### config.mk
export PLATFORM = sky130hd
export DESIGN_NAME = block_fetch_ctrl_flat
export DESIGN_NICKNAME = d
export VERILOG_FILES = /design/src/hdl/ddr_read_pkg.sv /design/src/hdl/gfp_block_pkg.sv /design/src/hdl/block_wr_if.sv /design/src/hdl/block_fetch_ctrl.sv /design/src/flat_wrapper.sv
export SDC_FILE = /design/constraint.sdc
export NUM_CORES = 1
export LEC_CHECK = 0
export ABC_AREA = 0
export BUFFER_PORTS_ARGS = -buffer_cell sky130_fd_sc_hd__buf_4
export CAP_MARGIN = 20
export CORE_AREA = 2 2 238 240
export CTS_CLUSTER_DIAMETER = 80
export DETAILED_ROUTE_END_ITERATION = 6
export DIE_AREA = 0 0 240 242
export PLACE_DENSITY = 0.58
export SYNTH_ARGS = -nofsm -noshare
export SYNTH_HDL_FRONTEND = slang
export SYNTH_SLANG_ARGS = --single-unit
### constraint.sdc
create_clock -name i_clk -period 7.89 [get_ports i_clk]
set_clock_uncertainty 0.1 [all_clocks]
set_input_delay 1.578 -clock i_clk [delete_from_list [all_inputs] [get_ports i_clk]]
set_output_delay 1.578 -clock i_clk [all_outputs]
set_load 0.05 [all_outputs]
### src/hdl/ddr_read_pkg.sv
// ==============================
// DDR read side: address format, burst size and fetch FSM states
// ==============================
package ddr_read_pkg;

    // {page[8:0], pad[1:0], line[25:0], byte[4:0]}
    localparam int DDR_ADDR_W  = 42;
    localparam int DDR_LINE_W  = 26;
    localparam int BYTE_SHIFT  = 5;
    // Fixed INCR burst, memory side knows the length
    localparam int BURST_BEATS = 16;

    typedef logic [DDR_ADDR_W-1:0] ddr_addr_t;
    typedef logic [DDR_LINE_W-1:0] ddr_line_t;

    typedef enum logic [2:0] {
        FS_IDLE = 3'd0,
        FS_ADDR = 3'd1,
        FS_EXP  = 3'd2,
        FS_MAN  = 3'd3,
        FS_DONE = 3'd4
    } fetch_state_e;

endpackage

### src/hdl/gfp_block_pkg.sv
// ==============================
// GFP8 block layout and line data types shared by the buffer,
// the exponent unpacker and the testbench
// ==============================
package gfp_block_pkg;

    // Line and bus beat width
    localparam int DATA_W = 256;

    // Block layout: packed exponent lines first, then mantissa lines
    localparam int EXP_LINES     = 16;
    localparam int MAN_LINES     = 512;
    localparam int BLOCK_LINES   = EXP_LINES + MAN_LINES;
    localparam int EXPS_PER_LINE = DATA_W / 8;

    typedef logic [DATA_W-1:0] line_t;

    // Line index inside one block, 0 to 527
    typedef logic [$clog2(BLOCK_LINES)-1:0] line_idx_t;
    typedef logic [$clog2(MAN_LINES)-1:0]   man_idx_t;

    // One 8-bit shared exponent and its aligned index
    typedef logic [7:0] exp_t;
    typedef logic [$clog2(EXP_LINES * EXPS_PER_LINE)-1:0] exp_idx_t;

    // Which operand buffer a block lands in
    typedef enum logic {
        TGT_LEFT  = 1'b0,
        TGT_RIGHT = 1'b1
    } target_e;

endpackage

### src/hdl/block_wr_if.sv
`timescale 1ns/1ps
// ==============================
// Line write path from the fetch controller into the block buffer
// ==============================
interface block_wr_if;
    import gfp_block_pkg::*;

    // One line per cycle while wr_en is high, no back-pressure
    logic      wr_en;
    target_e   wr_target;
    line_idx_t wr_line;
    line_t     wr_data;

    // Fetch controller side
    modport producer (
        output wr_en,
        output wr_target,
        output wr_line,
        output wr_data
    );

    // Block buffer side
    modport buffer (
        input wr_en,
        input wr_target,
        input wr_line,
        input wr_data
    );

endinterface

### src/hdl/block_fetch_ctrl.sv
`timescale 1ns/1ps
// ==============================
// Fetch controller: reads one GFP8 block from DDR in 16-beat bursts
// and writes each returned line into the block buffer
// ==============================
module block_fetch_ctrl #(
    parameter logic [8:0] PAGE_ID = 9'd2
) (
    input  logic                    i_clk,
    input  logic                    i_reset_n,
    // Fetch command, rising edge starts a block read
    input  logic                    i_fetch_en,
    input  ddr_read_pkg::ddr_line_t i_fetch_addr,
    input  gfp_block_pkg::target_e  i_fetch_target,
    output logic                    o_fetch_done,
    // DDR read address channel
    output logic                    o_ddr_arvalid,
    output ddr_read_pkg::ddr_addr_t o_ddr_araddr,
    input  logic                    i_ddr_arready,
    // DDR read data channel
    input  logic                    i_ddr_rvalid,
    input  gfp_block_pkg::line_t    i_ddr_rdata,
    input  logic                    i_ddr_rlast,
    output logic                    o_ddr_rready,
    // Line writes into the buffer
    block_wr_if.producer            wr,
    // Status for the exponent unpacker
    output gfp_block_pkg::target_e  o_target,
    output logic                    o_man_phase
);
    import gfp_block_pkg::*;
    import ddr_read_pkg::*;

    fetch_state_e state;
    fetch_state_e state_next;
    logic         fetch_en_q;
    logic         fetch_start;
    ddr_line_t    base_line;
    ddr_line_t    burst_line;
    target_e      target_q;
    logic [4:0]   exp_cnt;
    logic [9:0]   man_cnt;
    logic         ar_take;
    logic         r_take;
    logic         man_last;
    logic         done_q;

    // Command edges outside idle are dropped
    assign fetch_start = i_fetch_en && !fetch_en_q && (state == FS_IDLE);
    assign ar_take     = o_ddr_arvalid && i_ddr_arready;
    assign r_take      = i_ddr_rvalid && o_ddr_rready;
    // Beat that completes the 512th mantissa line
    assign man_last    = (state == FS_MAN) && (man_cnt == 10'(MAN_LINES - 1));

    // ==============================
    // Fetch FSM
    // ==============================
    always_comb begin
        state_next = state;
        case (state)
            FS_IDLE: begin
                if (fetch_start) begin
                    state_next = FS_ADDR;
                end
            end
            FS_ADDR: begin
                // Exponent bursts come first
                if (ar_take) begin
                    state_next = (exp_cnt < 5'(EXP_LINES)) ? FS_EXP : FS_MAN;
                end
            end
            FS_EXP: begin
                if (r_take && i_ddr_rlast) begin
                    state_next = FS_ADDR;
                end
            end
            FS_MAN: begin
                if (r_take && i_ddr_rlast) begin
                    state_next = man_last ? FS_DONE : FS_ADDR;
                end
            end
            FS_DONE: begin
                state_next = FS_IDLE;
            end
            default: begin
                state_next = FS_IDLE;
            end
        endcase
    end

    always_ff @(posedge i_clk) begin
        if (!i_reset_n) begin
            state      <= FS_IDLE;
            fetch_en_q <= 1'b0;
            done_q     <= 1'b0;
            exp_cnt    <= '0;
            man_cnt    <= '0;
            burst_line <= '0;
        end else begin
            state      <= state_next;
            fetch_en_q <= i_fetch_en;
            // One-cycle pulse on the clock after FS_DONE
            done_q     <= (state == FS_DONE);
            if (fetch_start) begin
                exp_cnt    <= '0;
                man_cnt    <= '0;
                burst_line <= '0;
            end
            // Next burst starts 16 lines further on
            if (ar_take) begin
                burst_line <= burst_line + ddr_line_t'(BURST_BEATS);
            end
            if (r_take && (state == FS_EXP)) begin
                exp_cnt <= exp_cnt + 5'd1;
            end
            if (r_take && (state == FS_MAN)) begin
                man_cnt <= man_cnt + 10'd1;
            end
        end
    end

    // Command capture
    always_ff @(posedge i_clk) begin
        if (fetch_start) begin
            base_line <= i_fetch_addr;
            target_q  <= i_fetch_target;
        end
    end

    // ==============================
    // Buffer writes, one cycle after each taken beat
    // ==============================
    always_ff @(posedge i_clk) begin
        if (!i_reset_n) begin
            wr.wr_en <= 1'b0;
        end else begin
            wr.wr_en <= r_take;
        end
    end

    always_ff @(posedge i_clk) begin
        if (r_take) begin
            wr.wr_target <= target_q;
            wr.wr_data   <= i_ddr_rdata;
            // Exponents at 0..15, mantissas at 16..527
            if (state == FS_EXP) begin
                wr.wr_line <= line_idx_t'(exp_cnt);
            end else begin
                wr.wr_line <= line_idx_t'(EXP_LINES) + man_cnt;
            end
        end
    end

    assign o_ddr_arvalid = (state == FS_ADDR);
    assign o_ddr_rready  = (state == FS_EXP) || (state == FS_MAN);
    assign o_ddr_araddr  = {PAGE_ID, 2'b00, base_line + burst_line, {BYTE_SHIFT{1'b0}}};
    assign o_fetch_done  = done_q;
    assign o_target      = target_q;
    // Mantissa phase also covers the address cycles between its bursts
    assign o_man_phase   = (state == FS_MAN) || ((state == FS_ADDR) && (man_cnt != '0));

endmodule

### src/flat_wrapper.sv
// flat-port wrapper written by rule: the top's interface ports become plain ports
module block_fetch_ctrl_flat import gfp_block_pkg::*; import ddr_read_pkg::*;
#(
    parameter logic [8:0] PAGE_ID = 9'd2
)
  (i_clk, i_reset_n, i_fetch_en, i_fetch_addr, i_fetch_target, o_fetch_done, o_ddr_arvalid, o_ddr_araddr, i_ddr_arready, i_ddr_rvalid, i_ddr_rdata, i_ddr_rlast, o_ddr_rready, o_target, o_man_phase, wr_wr_en, wr_wr_target, wr_wr_line, wr_wr_data);
  block_wr_if wr_i ();
  input  logic i_clk;
  input  logic i_reset_n;
  input  logic i_fetch_en;
  input  ddr_read_pkg::ddr_line_t i_fetch_addr;
  input  gfp_block_pkg::target_e i_fetch_target;
  output logic o_fetch_done;
  output logic o_ddr_arvalid;
  output ddr_read_pkg::ddr_addr_t o_ddr_araddr;
  input  logic i_ddr_arready;
  input  logic i_ddr_rvalid;
  input  gfp_block_pkg::line_t i_ddr_rdata;
  input  logic i_ddr_rlast;
  output logic o_ddr_rready;
  output gfp_block_pkg::target_e o_target;
  output logic o_man_phase;
  output wire logic [$bits(wr_i.wr_en)-1:0] wr_wr_en;
  output wire logic [$bits(wr_i.wr_target)-1:0] wr_wr_target;
  output wire logic [$bits(wr_i.wr_line)-1:0] wr_wr_line;
  output wire logic [$bits(wr_i.wr_data)-1:0] wr_wr_data;
  assign wr_wr_en = wr_i.wr_en;
  assign wr_wr_target = wr_i.wr_target;
  assign wr_wr_line = wr_i.wr_line;
  assign wr_wr_data = wr_i.wr_data;
  block_fetch_ctrl #(.PAGE_ID(PAGE_ID)) u_core (.i_clk(i_clk), .i_reset_n(i_reset_n), .i_fetch_en(i_fetch_en), .i_fetch_addr(i_fetch_addr), .i_fetch_target(i_fetch_target), .o_fetch_done(o_fetch_done), .o_ddr_arvalid(o_ddr_arvalid), .o_ddr_araddr(o_ddr_araddr), .i_ddr_arready(i_ddr_arready), .i_ddr_rvalid(i_ddr_rvalid), .i_ddr_rdata(i_ddr_rdata), .i_ddr_rlast(i_ddr_rlast), .o_ddr_rready(o_ddr_rready), .wr(wr_i), .o_target(o_target), .o_man_phase(o_man_phase));
endmodule
# After elaboration in Yosys (flattened, before gate mapping)
# Index checks and enable logic that the tools add are counted.
# W data, S select, Z words.
[totals] register_bits=341 input_bits=289 out_inout_bits=315
[op_classes] n_addsub=5 n_lt_le_gt_ge=1 eq_ne=9 n_mux=14 reduce_logical=18
[ops] cell="$mux W26" count=2
[ops] cell="$add A26 B26 Y26" count=1
[ops] cell="$add A26 B5 Y26 const B" count=1
[ops] cell="$mux W10" count=2
[ops] cell="$mux W3" count=5
[ops] cell="$mux W5" count=3
[ops] cell="$pmux W3 S4" count=1
[ops] cell="$add A10 B1 Y10 const B" count=1
[ops] cell="$add A5 B10 Y10 const A" count=1
[ops] cell="$eq A10 B9 Y1 const B" count=1
[ops] cell="$reduce_bool A10 Y1" count=1
[ops] cell="$logic_and A1 B1 Y1" count=9
[ops] cell="$eq A3 B2 Y1 const B" count=2
[ops] cell="$ne A2 B1 Y1 const B" count=3
[ops] cell="$reduce_bool A2 Y1" count=3
[ops] cell="$add A5 B1 Y5 const B" count=1
[ops] cell="$lt A5 B5 Y1 const B" count=1
[ops] cell="$reduce_and A4 Y1" count=1
[ops] cell="$eq A3 B1 Y1 const B" count=1
[ops] cell="$eq A3 B3 Y1 const B" count=1
[ops] cell="$logic_not A3 Y1" count=1
[ops] cell="$logic_or A1 B1 Y1" count=2
[ops] cell="$ne A2 B2 Y1 const B" count=1
[ops] cell="$logic_not A1 Y1" count=1
[ops] cell="$mux W1" count=1

# Logic depth before layout (Yosys ltp)
# Gate-level depths: netlist of the first run.
[depth] depth_word=6 ltp_mapped=8 ltp_nobuf=8

# Least setup slack after synthesis of the first run
# OpenSTA, ideal clock, no wires.
[synth_timing] path_kind="input to register" startpoint="input port i_ddr_rvalid" endpoint="register u_core.wr.wr_data[0], enable pin" setup_ps=617 t_arrival_ps=6812 required_time_ps=7173 setup_slack_ps=361 stages=2 path_buffers=0 cell_sequence="nand2_1 > inv_1"
[synth_between] elab_chain_cells=1
[synth_rtl] element="start, declared" line="flat_wrapper.sv:17" source="input logic i_ddr_rvalid;"
[synth_rtl] element="$logic_and A1 B1 Y1" line="block_fetch_ctrl.sv:51" source="assign r_take = i_ddr_rvalid && o_ddr_rready;"
[synth_rtl] element="via u_core.r_take" line="block_fetch_ctrl.sv:44" source="logic r_take;"
[synth_rtl] element="end signal, assigned" line="block_fetch_ctrl.sv:144" source="wr.wr_data <= i_ddr_rdata;"
[synth_rtl] element="end, declared" line="block_wr_if.sv:19" source="output wr_data"
# The timed path passes the listed nets, and every way through them passes these cells.
# A chain may end at the register's enable or synchronous reset.

# Worst setup path after layout of the first run
[layout_timing] startpoint="register u_core.base_line[9]" endpoint="output port o_ddr_araddr[29]"
[layout_between] elab_chain_cells=1
[layout_rtl] element="start, declared" line="block_fetch_ctrl.sv:38" source="ddr_line_t base_line;"
[layout_rtl] element="start signal, assigned" line="block_fetch_ctrl.sv:125" source="base_line <= i_fetch_addr;"
[layout_rtl] element="$add A26 B26 Y26" line="block_fetch_ctrl.sv:156" source="assign o_ddr_araddr = {PAGE_ID, 2'b00, base_line + burst_line, {BYTE_SHIFT{1'b0}}};"
[layout_rtl] element="end, declared" line="flat_wrapper.sv:15" source="output ddr_read_pkg::ddr_addr_t o_ddr_araddr;"
# Every way passes these cells.

==> impl_metrics.xml, run 1 <==
<?xml version="1.0" encoding="UTF-8"?>
<metrics>
  <group name="finish">
    <metric name="finalInstanceArea" unit="um^2">19000</metric>
    <metric name="fin_nets" unit="">1685</metric>
    <metric name="final_layout_size_suffix_gt1_frac" unit="">0.482</metric>
    <metric name="non_filler_cells_in_the_finished_layout" unit="">2159</metric>
    <metric name="area_delta_synth_final" unit="%">55.0</metric>
    <metric name="final_core_util" unit="">0.341</metric>
  </group>
  <group name="pwr">
    <metric name="cellPowerDensity" unit="nW/um^2">243</metric>
    <metric name="proportion_of_power_drawn_by_flip_flops_and_latches" unit="">0.442</metric>
    <metric name="total_switching_power" unit="W">0.00119</metric>
    <metric name="internal_power" unit="W">0.00342</metric>
    <metric name="clock_power_share" unit="">0.436</metric>
    <metric name="combinationalPowerShare" unit="">0.122</metric>
    <metric name="switching_share" unit="">0.259</metric>
    <metric name="leakage" unit="nW">7.55</metric>
    <metric name="ir_worst_vdd" unit="V">0.000152</metric>
  </group>
  <group name="die">
    <metric name="row_count" unit="">87</metric>
    <metric name="die_area" unit="um^2">58100</metric>
    <metric name="die-width" unit="um">240</metric>
    <metric name="die_height" unit="um">242</metric>
    <metric name="io_pins" unit="">604</metric>
    <metric name="initial_core_utilization" unit="">0.220</metric>
    <metric name="coreArea" unit="um^2">55700</metric>
  </group>
  <group name="synth">
    <metric name="synth_fa_ha_area_frac" unit="">0.0286</metric>
    <metric name="netlist_area" unit="um^2">12300</metric>
    <metric name="synth.avg_cell_area" unit="um^2">16.5</metric>
    <metric name="post_synth_main_area_contributors" unit="">sky130_fd_sc_hd__edfxtp_1 (72%), sky130_fd_sc_hd__dfxtp_1 (7.0%), sky130_fd_sc_hd__ha_1 (2.9%)</metric>
    <metric name="yosysWarningCount" unit="">0</metric>
    <metric name="synth-edff-count" unit="">294</metric>
    <metric name="yosys-top-cells-count" unit="">sky130_fd_sc_hd__edfxtp_1 (294), sky130_fd_sc_hd__nor2_1 (52), sky130_fd_sc_hd__a21oi_1 (44)</metric>
    <metric name="synthFlopType" unit="">sky130_fd_sc_hd__edfxtp_1</metric>
    <metric name="post_synth_xor_area_fraction" unit="">0.0214</metric>
    <metric name="muxShareOfSynthArea" unit="">0.00541</metric>
    <metric name="synth.yosys.seq_area_share" unit="">0.790</metric>
    <metric name="yosys.area.top_type" unit="">sky130_fd_sc_hd__edfxtp_1</metric>
    <metric name="postSynth.asyncResetShare" unit="">0</metric>
    <metric name="synth_seq_cells" unit="">337</metric>
    <metric name="synthCells" unit="">744</metric>
    <metric name="yosys.area.top_type_share" unit="">0.720</metric>
    <metric name="yosys.cell_count.top_type" unit="">sky130_fd_sc_hd__edfxtp_1</metric>
    <metric name="synth_top_family_by_area" unit="">simple AND/OR/NAND/NOR gates</metric>
    <metric name="synth_compound_area_frac" unit="">0.0586</metric>
    <metric name="yosys.area_share.simple" unit="">0.0769</metric>
    <metric name="yosys.cell_types.count" unit="">61</metric>
  </group>
  <group name="global_route">
    <metric name="grt.overflow.total" unit="">0</metric>
    <metric name="number_of_antenna_violations_at_the_first_check_in_global_routing" unit="">21</metric>
    <metric name="first_global_vias" unit="">9096</metric>
    <metric name="grtUsageTotal" unit="">0.175</metric>
    <metric name="global_route_wire_length_before_repair" unit="um">70800</metric>
    <metric name="grt_start_max_net_pins" unit="">154</metric>
  </group>
  <group name="cts">
    <metric name="post-cts-setup-buffers" unit="">0</metric>
    <metric name="insertion_delay" unit="ns">0.55</metric>
    <metric name="clock_tree.htree_level_count" unit="">2</metric>
    <metric name="post_cts_resized" unit="">0</metric>
    <metric name="cts_inserted_buffers" unit="">43</metric>
    <metric name="cts.sinks" unit="">337</metric>
    <metric name="tritoncts" unit="">yes</metric>
    <metric name="clk_pin_slew_worst_paths" unit="ns">0.06</metric>
    <metric name="cts_max_path_buffers" unit="">3</metric>
    <metric name="cts_hold_buffers" unit="">0</metric>
    <metric name="cts.root.buffer_cell" unit="">sky130_fd_sc_hd__clkbuf_16</metric>
  </group>
  <group name="detailed_routing">
    <metric name="wl" unit="um">53400</metric>
    <metric name="antenna_violating_nets_post_route" unit="">0</metric>
    <metric name="drt_first_iter_violations" unit="">540</metric>
    <metric name="drc" unit="">0</metric>
    <metric name="per_cell_via_count_in_the_routed_design" unit="">4.18</metric>
    <metric name="via_count" unit="">9033</metric>
    <metric name="number_of_iterations_in_the_first_detailed_routing_pass" unit="">5</metric>
    <metric name="wl_per_cell" unit="um">24.7</metric>
  </group>
  <group name="sta">
    <metric name="worst-slew-pin-transition" unit="ns">0.969</metric>
    <metric name="setup-violations-final" unit="">0</metric>
    <metric name="hold_viol_final" unit="">0</metric>
    <metric name="fmax" unit="MHz">211</metric>
    <metric name="timing.setup.tns" unit="ns">0</metric>
    <metric name="max-slew-margin-rel" unit="">0.353</metric>
    <metric name="layout_setup_ws" unit="ns">3.16</metric>
    <metric name="timing.final.crit_period" unit="ns">4.73</metric>
    <metric name="grt_setup_unrepaired" unit="">no</metric>
    <metric name="slew_violations" unit="">0</metric>
    <metric name="final_min_period_over_clock_period" unit="">0.599</metric>
  </group>
  <group name="setup_path">
    <metric name="timing.critical_path.to" unit="">o_ddr_araddr[29]</metric>
    <metric name="cp_data_required_time" unit="ns">6.21</metric>
    <metric name="criticalPathCategory" unit="">flop to primary output</metric>
    <metric name="worst-path-max-fanout" unit="">6</metric>
    <metric name="worst_r2r_path_depth" unit="">4</metric>
    <metric name="r2r_setup_slack" unit="ns">4.67</metric>
    <metric name="r2r_end" unit="">u_core.wr.wr_data[25]</metric>
    <metric name="timing.critical_path.to_type" unit="">primary output</metric>
    <metric name="setup.worst_path.start_class" unit="">flop</metric>
    <metric name="worst_setup_path_startpoint" unit="">u_core.base_line[9]</metric>
    <metric name="timing.critical_path.arrival" unit="ns">3.05</metric>
    <metric name="timing.rr.start" unit="">u_core.state[1]</metric>
  </group>
  <group name="placement">
    <metric name="detailed_place.area" unit="um^2">17600</metric>
    <metric name="place.detailed.instances" unit="">2078</metric>
    <metric name="place.detailed.hpwl" unit="um">42200</metric>
    <metric name="place_ws" unit="ns">3.72</metric>
    <metric name="portBuffers" unit="">587</metric>
    <metric name="gp_congestion" unit="">0.867</metric>
  </group>
  <group name="run_status">
    <metric name="run_status" unit="">completed</metric>
  </group>
  <group name="hold_path">
    <metric name="worst_hold_path_type" unit="">flop to flop</metric>
  </group>
  <group name="flow_run">
    <metric name="cap_violations" unit="">0</metric>
  </group>
</metrics>
## power groups by stage
stage / logic, W / registers (W) / clock network, W
floorplan: 0.000173 / 0.00222 / 0
global placement: 0.000566 / 0.00207 / 0
detailed placement: 0.000569 / 0.00208 / 0
CTS: 0.000572 / 0.00204 / 0.00209
global route: 0.000594 / 0.00204 / 0.00214
finish: 0.000565 / 0.00204 / 0.00201
## cell usage in the layout (no fill, tap or decap), types with 6 or more instances in the layout
master,synthesis,layout
sky130_fd_sc_hd__a21oi_1,44,44
sky130_fd_sc_hd__and3_1,12,12
sky130_fd_sc_hd__buf_4,17,589
sky130_fd_sc_hd__bufinv_16,0,6
sky130_fd_sc_hd__clkbuf_1,8,9
sky130_fd_sc_hd__clkbuf_16,0,44
sky130_fd_sc_hd__clkinv_1,0,6
sky130_fd_sc_hd__conb_1,2,17
sky130_fd_sc_hd__dfxtp_1,43,43
sky130_fd_sc_hd__edfxtp_1,294,294
sky130_fd_sc_hd__ha_1,28,28
sky130_fd_sc_hd__inv_1,16,15
sky130_fd_sc_hd__nand2_1,38,38
sky130_fd_sc_hd__nand3_1,32,32
sky130_fd_sc_hd__nor2_1,52,52
sky130_fd_sc_hd__o21a_1,9,9
sky130_fd_sc_hd__o21ai_0,20,20
sky130_fd_sc_hd__xnor2_1,23,23
sky130_fd_sc_hd__xor2_1,7,7
## metal layers
metal	vias up	track usage	wire, um
met5	-	0	186
met4	30	0.0385	972
met3	86	0.0892	6560
met2	441	0.297	26000
met1	4433	0.194	19700
li1	4043	-	-
## worst min-delay path by stage
stage / start / end / slack, ns / cells after the start
CTS: u_core.exp_cnt[4] / u_core.exp_cnt[4] / 0.39 / 1
detailed placement: u_core.exp_cnt[4] / u_core.exp_cnt[4] / 0.38 / 1
floorplan: u_core.exp_cnt[3] / u_core.exp_cnt[3] / 0.34 / 1
finish: u_core.exp_cnt[4] / u_core.exp_cnt[4] / 0.39 / 1
global placement: u_core.exp_cnt[3] / u_core.exp_cnt[3] / 0.37 / 1
global route: u_core.exp_cnt[3] / u_core.exp_cnt[3] / 0.41 / 1
## sequential cells by signal (all words and copies together) (netlist names)
| signal | count |
|---|---|
| u_core.wr.wr_target | 1 |
| u_core.o_fetch_done | 1 |
| u_core.state | 3 |
| u_core.exp_cnt | 5 |
| u_core.fetch_en_q | 1 |
| u_core.man_cnt | 10 |
| u_core.wr.wr_data | 256 |
| u_core.o_target | 1 |
| u_core.burst_line | 22 |
| u_core.wr.wr_line | 10 |
| u_core.wr.wr_en | 1 |
| u_core.base_line | 26 |
## stage by stage
stage	hold slack [ns]	power, W
detailed placement	0.377	0.00264
global route	0.410	0.00478
global placement	0.365	0.00264
finish	0.389	0.00462
CTS	0.388	0.00470
floorplan	0.338	0.00240
## logic make-up (layout without fill, tap and decap cells)
family | Yosys count | in the layout
flip-flops | 337 | 337
AND/OR/NAND/NOR | 185 | 185
AO/OA/AOI/OAI | 113 | 113
buffers and inverters | 43 | 683
XOR/XNOR | 30 | 30
adder cells (fa/ha/maj) | 28 | 28
multiplexers | 6 | 6
other | 2 | 21
## worst max-delay path: stages (launching register included)
cell and delay (ns):
sky130_fd_sc_hd__edfxtp_1 0.36, sky130_fd_sc_hd__ha_1 0.37, sky130_fd_sc_hd__a211oi_1 0.36, sky130_fd_sc_hd__nand2_1 0.08
sky130_fd_sc_hd__o21ai_0 0.31, sky130_fd_sc_hd__nand2b_1 0.11, sky130_fd_sc_hd__a31oi_1 0.33, sky130_fd_sc_hd__a22oi_1 0.14
sky130_fd_sc_hd__xnor2_1 0.19, sky130_fd_sc_hd__buf_4 0.23
## area by class of cell
cell class,count,area (um^2)
multi-input combinational,379,2410
fill,5533,36700
timing repair buffer,591,4470
antenna,4,10.0
tap,756,946
clock buffer,53,1130
inverter,16,67.6
clock inverter,23,285
sequential,337,9690
(Power assumes the default switching activity.)
==> inputs of run 2 (changes only) <==
--- a/config.mk
+++ b/config.mk
@@ -5,14 +5,14 @@
 export SDC_FILE = /design/constraint.sdc
 export NUM_CORES = 1
 export LEC_CHECK = 0
-export ABC_AREA = 0
+export ABC_AREA = 1
 export BUFFER_PORTS_ARGS = -buffer_cell sky130_fd_sc_hd__buf_4
 export CAP_MARGIN = 20
 export CORE_AREA = 2 2 238 240
 export CTS_CLUSTER_DIAMETER = 80
 export DETAILED_ROUTE_END_ITERATION = 6
 export DIE_AREA = 0 0 240 242
-export PLACE_DENSITY = 0.58
+export PLACE_DENSITY = 0.6
 export SYNTH_ARGS = -nofsm -noshare
 export SYNTH_HDL_FRONTEND = slang
 export SYNTH_SLANG_ARGS = --single-unit
==> constraint.sdc (replaced) <==
create_clock -name i_clk -period 3.8 [get_ports i_clk]
set_clock_uncertainty 0.1 [all_clocks]
set_input_delay 0.76 -clock i_clk [delete_from_list [all_inputs] [get_ports i_clk]]
set_output_delay 0.76 -clock i_clk [all_outputs]
set_load 0.05 [all_outputs]
==> impl_metrics.xml, run 2 <==
<?xml version="1.0" encoding="UTF-8"?>
<metrics>
  <group name="run_status">
    <metric name="run_status" unit="">completed</metric>
  </group>
  <group name="synth">
    <metric name="synth-edff-count" unit="">294</metric>
    <metric name="synth.avg_cell_area" unit="um^2">12.9</metric>
    <metric name="synth.yosys.seq_area_share" unit="">0.745</metric>
    <metric name="yosysWarningCount" unit="">0</metric>
    <metric name="synthCells" unit="">1005</metric>
    <metric name="yosys.area.top_type" unit="">sky130_fd_sc_hd__edfxtp_1</metric>
    <metric name="yosys-top-cells-count" unit="">sky130_fd_sc_hd__edfxtp_1 (294), sky130_fd_sc_hd__nand2_1 (230), sky130_fd_sc_hd__inv_1 (114)</metric>
    <metric name="synth_seq_cells" unit="">337</metric>
    <metric name="netlist_area" unit="um^2">13000</metric>
    <metric name="post_synth_main_area_contributors" unit="">sky130_fd_sc_hd__edfxtp_1 (68%), sky130_fd_sc_hd__nand2_1 (6.6%), sky130_fd_sc_hd__dfxtp_1 (6.6%)</metric>
    <metric name="synthFlopType" unit="">sky130_fd_sc_hd__edfxtp_1</metric>
    <metric name="yosys.cell_types.count" unit="">42</metric>
    <metric name="yosys.cell_count.top_type" unit="">sky130_fd_sc_hd__edfxtp_1</metric>
    <metric name="postSynth.asyncResetShare" unit="">0</metric>
    <metric name="yosys.area.top_type_share" unit="">0.679</metric>
  </group>
  <group name="pwr">
    <metric name="cellPowerDensity" unit="nW/um^2">481</metric>
    <metric name="post-layout-total-power" unit="W">0.00944</metric>
    <metric name="leakage" unit="nW">8.21</metric>
    <metric name="ir_worst_vdd" unit="V">0.000304</metric>
  </group>
  <group name="die">
    <metric name="io_pins" unit="">604</metric>
    <metric name="coreArea" unit="um^2">55700</metric>
    <metric name="row_count" unit="">87</metric>
    <metric name="die-width" unit="um">240</metric>
    <metric name="die_height" unit="um">242</metric>
    <metric name="die_area" unit="um^2">58100</metric>
    <metric name="initial_core_utilization" unit="">0.233</metric>
  </group>
  <group name="global_route">
    <metric name="grtUsageTotal" unit="">0.183</metric>
    <metric name="grt_start_max_net_pins" unit="">121</metric>
    <metric name="number_of_antenna_violations_at_the_first_check_in_global_routing" unit="">21</metric>
    <metric name="first_global_vias" unit="">9905</metric>
    <metric name="global_route_wire_length_before_repair" unit="um">74600</metric>
    <metric name="grt.overflow.total" unit="">0</metric>
  </group>
  <group name="hold_path">
    <metric name="hold_path_sink" unit="">u_core.wr.wr_data[101]</metric>
    <metric name="whs_path_depth" unit="">1</metric>
    <metric name="worst_hold_path_type" unit="">primary input to flop</metric>
    <metric name="timing.hold.worst.start" unit="">i_ddr_rdata[101]</metric>
  </group>
  <group name="sta">
    <metric name="timing.final.crit_period" unit="ns">3.54</metric>
    <metric name="max-slew-margin-rel" unit="">0.393</metric>
    <metric name="final_min_period_over_clock_period" unit="">0.931</metric>
    <metric name="timing.setup.tns" unit="ns">0</metric>
    <metric name="grt_setup_unrepaired" unit="">no</metric>
    <metric name="setup-violations-final" unit="">0</metric>
    <metric name="worst_hold_slack" unit="ns">0.273</metric>
    <metric name="slew_violations" unit="">0</metric>
    <metric name="fmax" unit="MHz">283</metric>
    <metric name="hold_viol_final" unit="">0</metric>
    <metric name="worst-slew-pin-transition" unit="ns">0.909</metric>
  </group>
  <group name="setup_path">
    <metric name="cp_cell_sequence" unit="">ha_1, nand2_1, inv_1, a21oi_1, nand3_1, xor2_1, buf_4</metric>
    <metric name="cp_slowest_stage_delay" unit="ns">0.46</metric>
    <metric name="setup.worst_path.start_class" unit="">flop</metric>
    <metric name="worst_setup_path_startpoint" unit="">u_core.burst_line[12]</metric>
    <metric name="cp_data_required_time" unit="ns">2.94</metric>
    <metric name="timing.critical_path.arrival" unit="ns">2.68</metric>
    <metric name="timing.critical_path.to_type" unit="">primary output</metric>
    <metric name="r2r_end" unit="">u_core.wr.wr_data[220]</metric>
    <metric name="worst_r2r_path_depth" unit="">7</metric>
    <metric name="timing.rr.start" unit="">u_core.state[2]</metric>
    <metric name="worst-path-max-fanout" unit="">6</metric>
    <metric name="r2r_setup_slack" unit="ns">1.42</metric>
    <metric name="criticalPathCategory" unit="">flop to primary output</metric>
    <metric name="crit_path_top_delay_cell" unit="">sky130_fd_sc_hd__dfxtp_1</metric>
  </group>
  <group name="cts">
    <metric name="tritoncts" unit="">yes</metric>
    <metric name="post_cts_resized" unit="">0</metric>
    <metric name="clk_pin_slew_worst_paths" unit="ns">0.06</metric>
    <metric name="cts_hold_buffers" unit="">0</metric>
    <metric name="cts.sinks" unit="">337</metric>
    <metric name="cts.root.buffer_cell" unit="">sky130_fd_sc_hd__clkbuf_16</metric>
    <metric name="clock_tree.htree_level_count" unit="">2</metric>
    <metric name="cts_inserted_buffers" unit="">42</metric>
    <metric name="cts_max_path_buffers" unit="">3</metric>
    <metric name="post-cts-setup-buffers" unit="">0</metric>
    <metric name="insertion_delay" unit="ns">0.55</metric>
  </group>
  <group name="finish">
    <metric name="register_containing_the_most_flip_flops_in_the_final_layout" unit="">u_core.wr.wr_data</metric>
    <metric name="mostFrequentLayoutCells" unit="">sky130_fd_sc_hd__buf_4 (589), sky130_fd_sc_hd__edfxtp_1 (294), sky130_fd_sc_hd__nand2_1 (230)</metric>
    <metric name="fin_nets" unit="">1947</metric>
    <metric name="area_delta_synth_final" unit="%">51.0</metric>
    <metric name="non_filler_cells_in_the_finished_layout" unit="">2420</metric>
    <metric name="regArea" unit="um^2">9690</metric>
    <metric name="multi_input_comb_area" unit="um^2">2730</metric>
    <metric name="final_core_util" unit="">0.352</metric>
    <metric name="flip_flop_count_of_the_largest_register_after_layout" unit="">256</metric>
    <metric name="final_layout_size_suffix_gt1_frac" unit="">0.414</metric>
    <metric name="fill_cells" unit="">5534</metric>
    <metric name="reg_top3" unit="">u_core.wr.wr_data (256), u_core.base_line (26), u_core.burst_line (22)</metric>
    <metric name="layout_commonest_cell" unit="">sky130_fd_sc_hd__buf_4</metric>
  </group>
  <group name="placement">
    <metric name="place.detailed.instances" unit="">2342</metric>
    <metric name="place.detailed.hpwl" unit="um">44800</metric>
    <metric name="portBuffers" unit="">587</metric>
    <metric name="gp_congestion" unit="">0.952</metric>
  </group>
  <group name="detailed_routing">
    <metric name="antenna_violating_nets_post_route" unit="">0</metric>
    <metric name="number_of_iterations_in_the_first_detailed_routing_pass" unit="">5</metric>
    <metric name="per_cell_via_count_in_the_routed_design" unit="">4.19</metric>
    <metric name="drt_first_iter_violations" unit="">618</metric>
    <metric name="wl" unit="um">55700</metric>
    <metric name="drc" unit="">0</metric>
    <metric name="wl_per_cell" unit="um">23.0</metric>
    <metric name="via_count" unit="">10100</metric>
  </group>
  <group name="flow_run">
    <metric name="cap_violations" unit="">0</metric>
  </group>
</metrics>
## run 2: cell count changes in the layout (fill, tap and decap cells not counted), sizes merged, moves of 11 or more
cell   delta
o21ai    +11
xnor2    -21
inv     +104
nor2     +15
nand3    +20
and3     -13
nand2   +195
## run 2: through the flow
| stage | cell area [um^2] | setup slack (ns) |
|---|---|---|
| after floorplan | 13100 | -1.50 |
| after global placement | 18300 | 0.856 |
| after detailed placement | 18300 | 0.828 |
| after CTS | 19600 | 0.218 |
| after global routing | 19600 | 0.118 |
| final | 19600 | 0.262 |
## run 2: cell families after synthesis
kind of cell | Yosys count | share of synthesized area
compound gates | 86 | 0.0353
xor+xnor | 15 | 0.0101
fa+ha+maj | 28 | 0.0270
buf+inv | 148 | 0.0498
flops | 337 | 0.745
other cells | 2 | 0.000578
simple gates | 389 | 0.132
## run 2: critical path, delay by kind of cell, from the launching register on
family	cells	cell delay [ns]
simple gates	2	0.39
xor+xnor	1	0.32
compound gates	1	0.24
buf+inv	2	0.35
flops	1	0.46
fa+ha+maj	1	0.37
## run 2: layout make-up
class                   count  share of cell area
inverters                 122              0.0240
multi-input cells         535               0.139
clock inverters            23             0.00988
repair buffers            592               0.228
clock buffers              52              0.0565
flip-flops and latches    337               0.494
well taps                 756              0.0482
diodes                      3            0.000382
## run 2: where the power goes
part	switching, W	total [W]	internal (W)
combinational	0.000921	0.00134	0.000423
sequential	0.0000587	0.00426	0.00420
clock	0.00162	0.00384	0.00222
## run 2: worst max-delay path by stage
stage	to	slack, ns	depth (start not counted)
5_1_grt	o_ddr_araddr[19]	0.12	9
3_3_place_gp	o_ddr_araddr[19]	0.86	9
2_1_floorplan	u_core.wr.wr_data[0]	-1.50	2
4_1_cts	o_ddr_araddr[19]	0.22	7
6_report	o_ddr_araddr[19]	0.26	7
3_5_place_dp	o_ddr_araddr[19]	0.83	9
## run 2: per-layer routing
metal	up-vias	global-route usage	part of all wire
met5	-	0	0.0031
met2	444	0.312	0.49
met4	30	0.0563	0.028
li1	4685	-	-
met3	94	0.0732	0.11
met1	4885	0.210	0.37
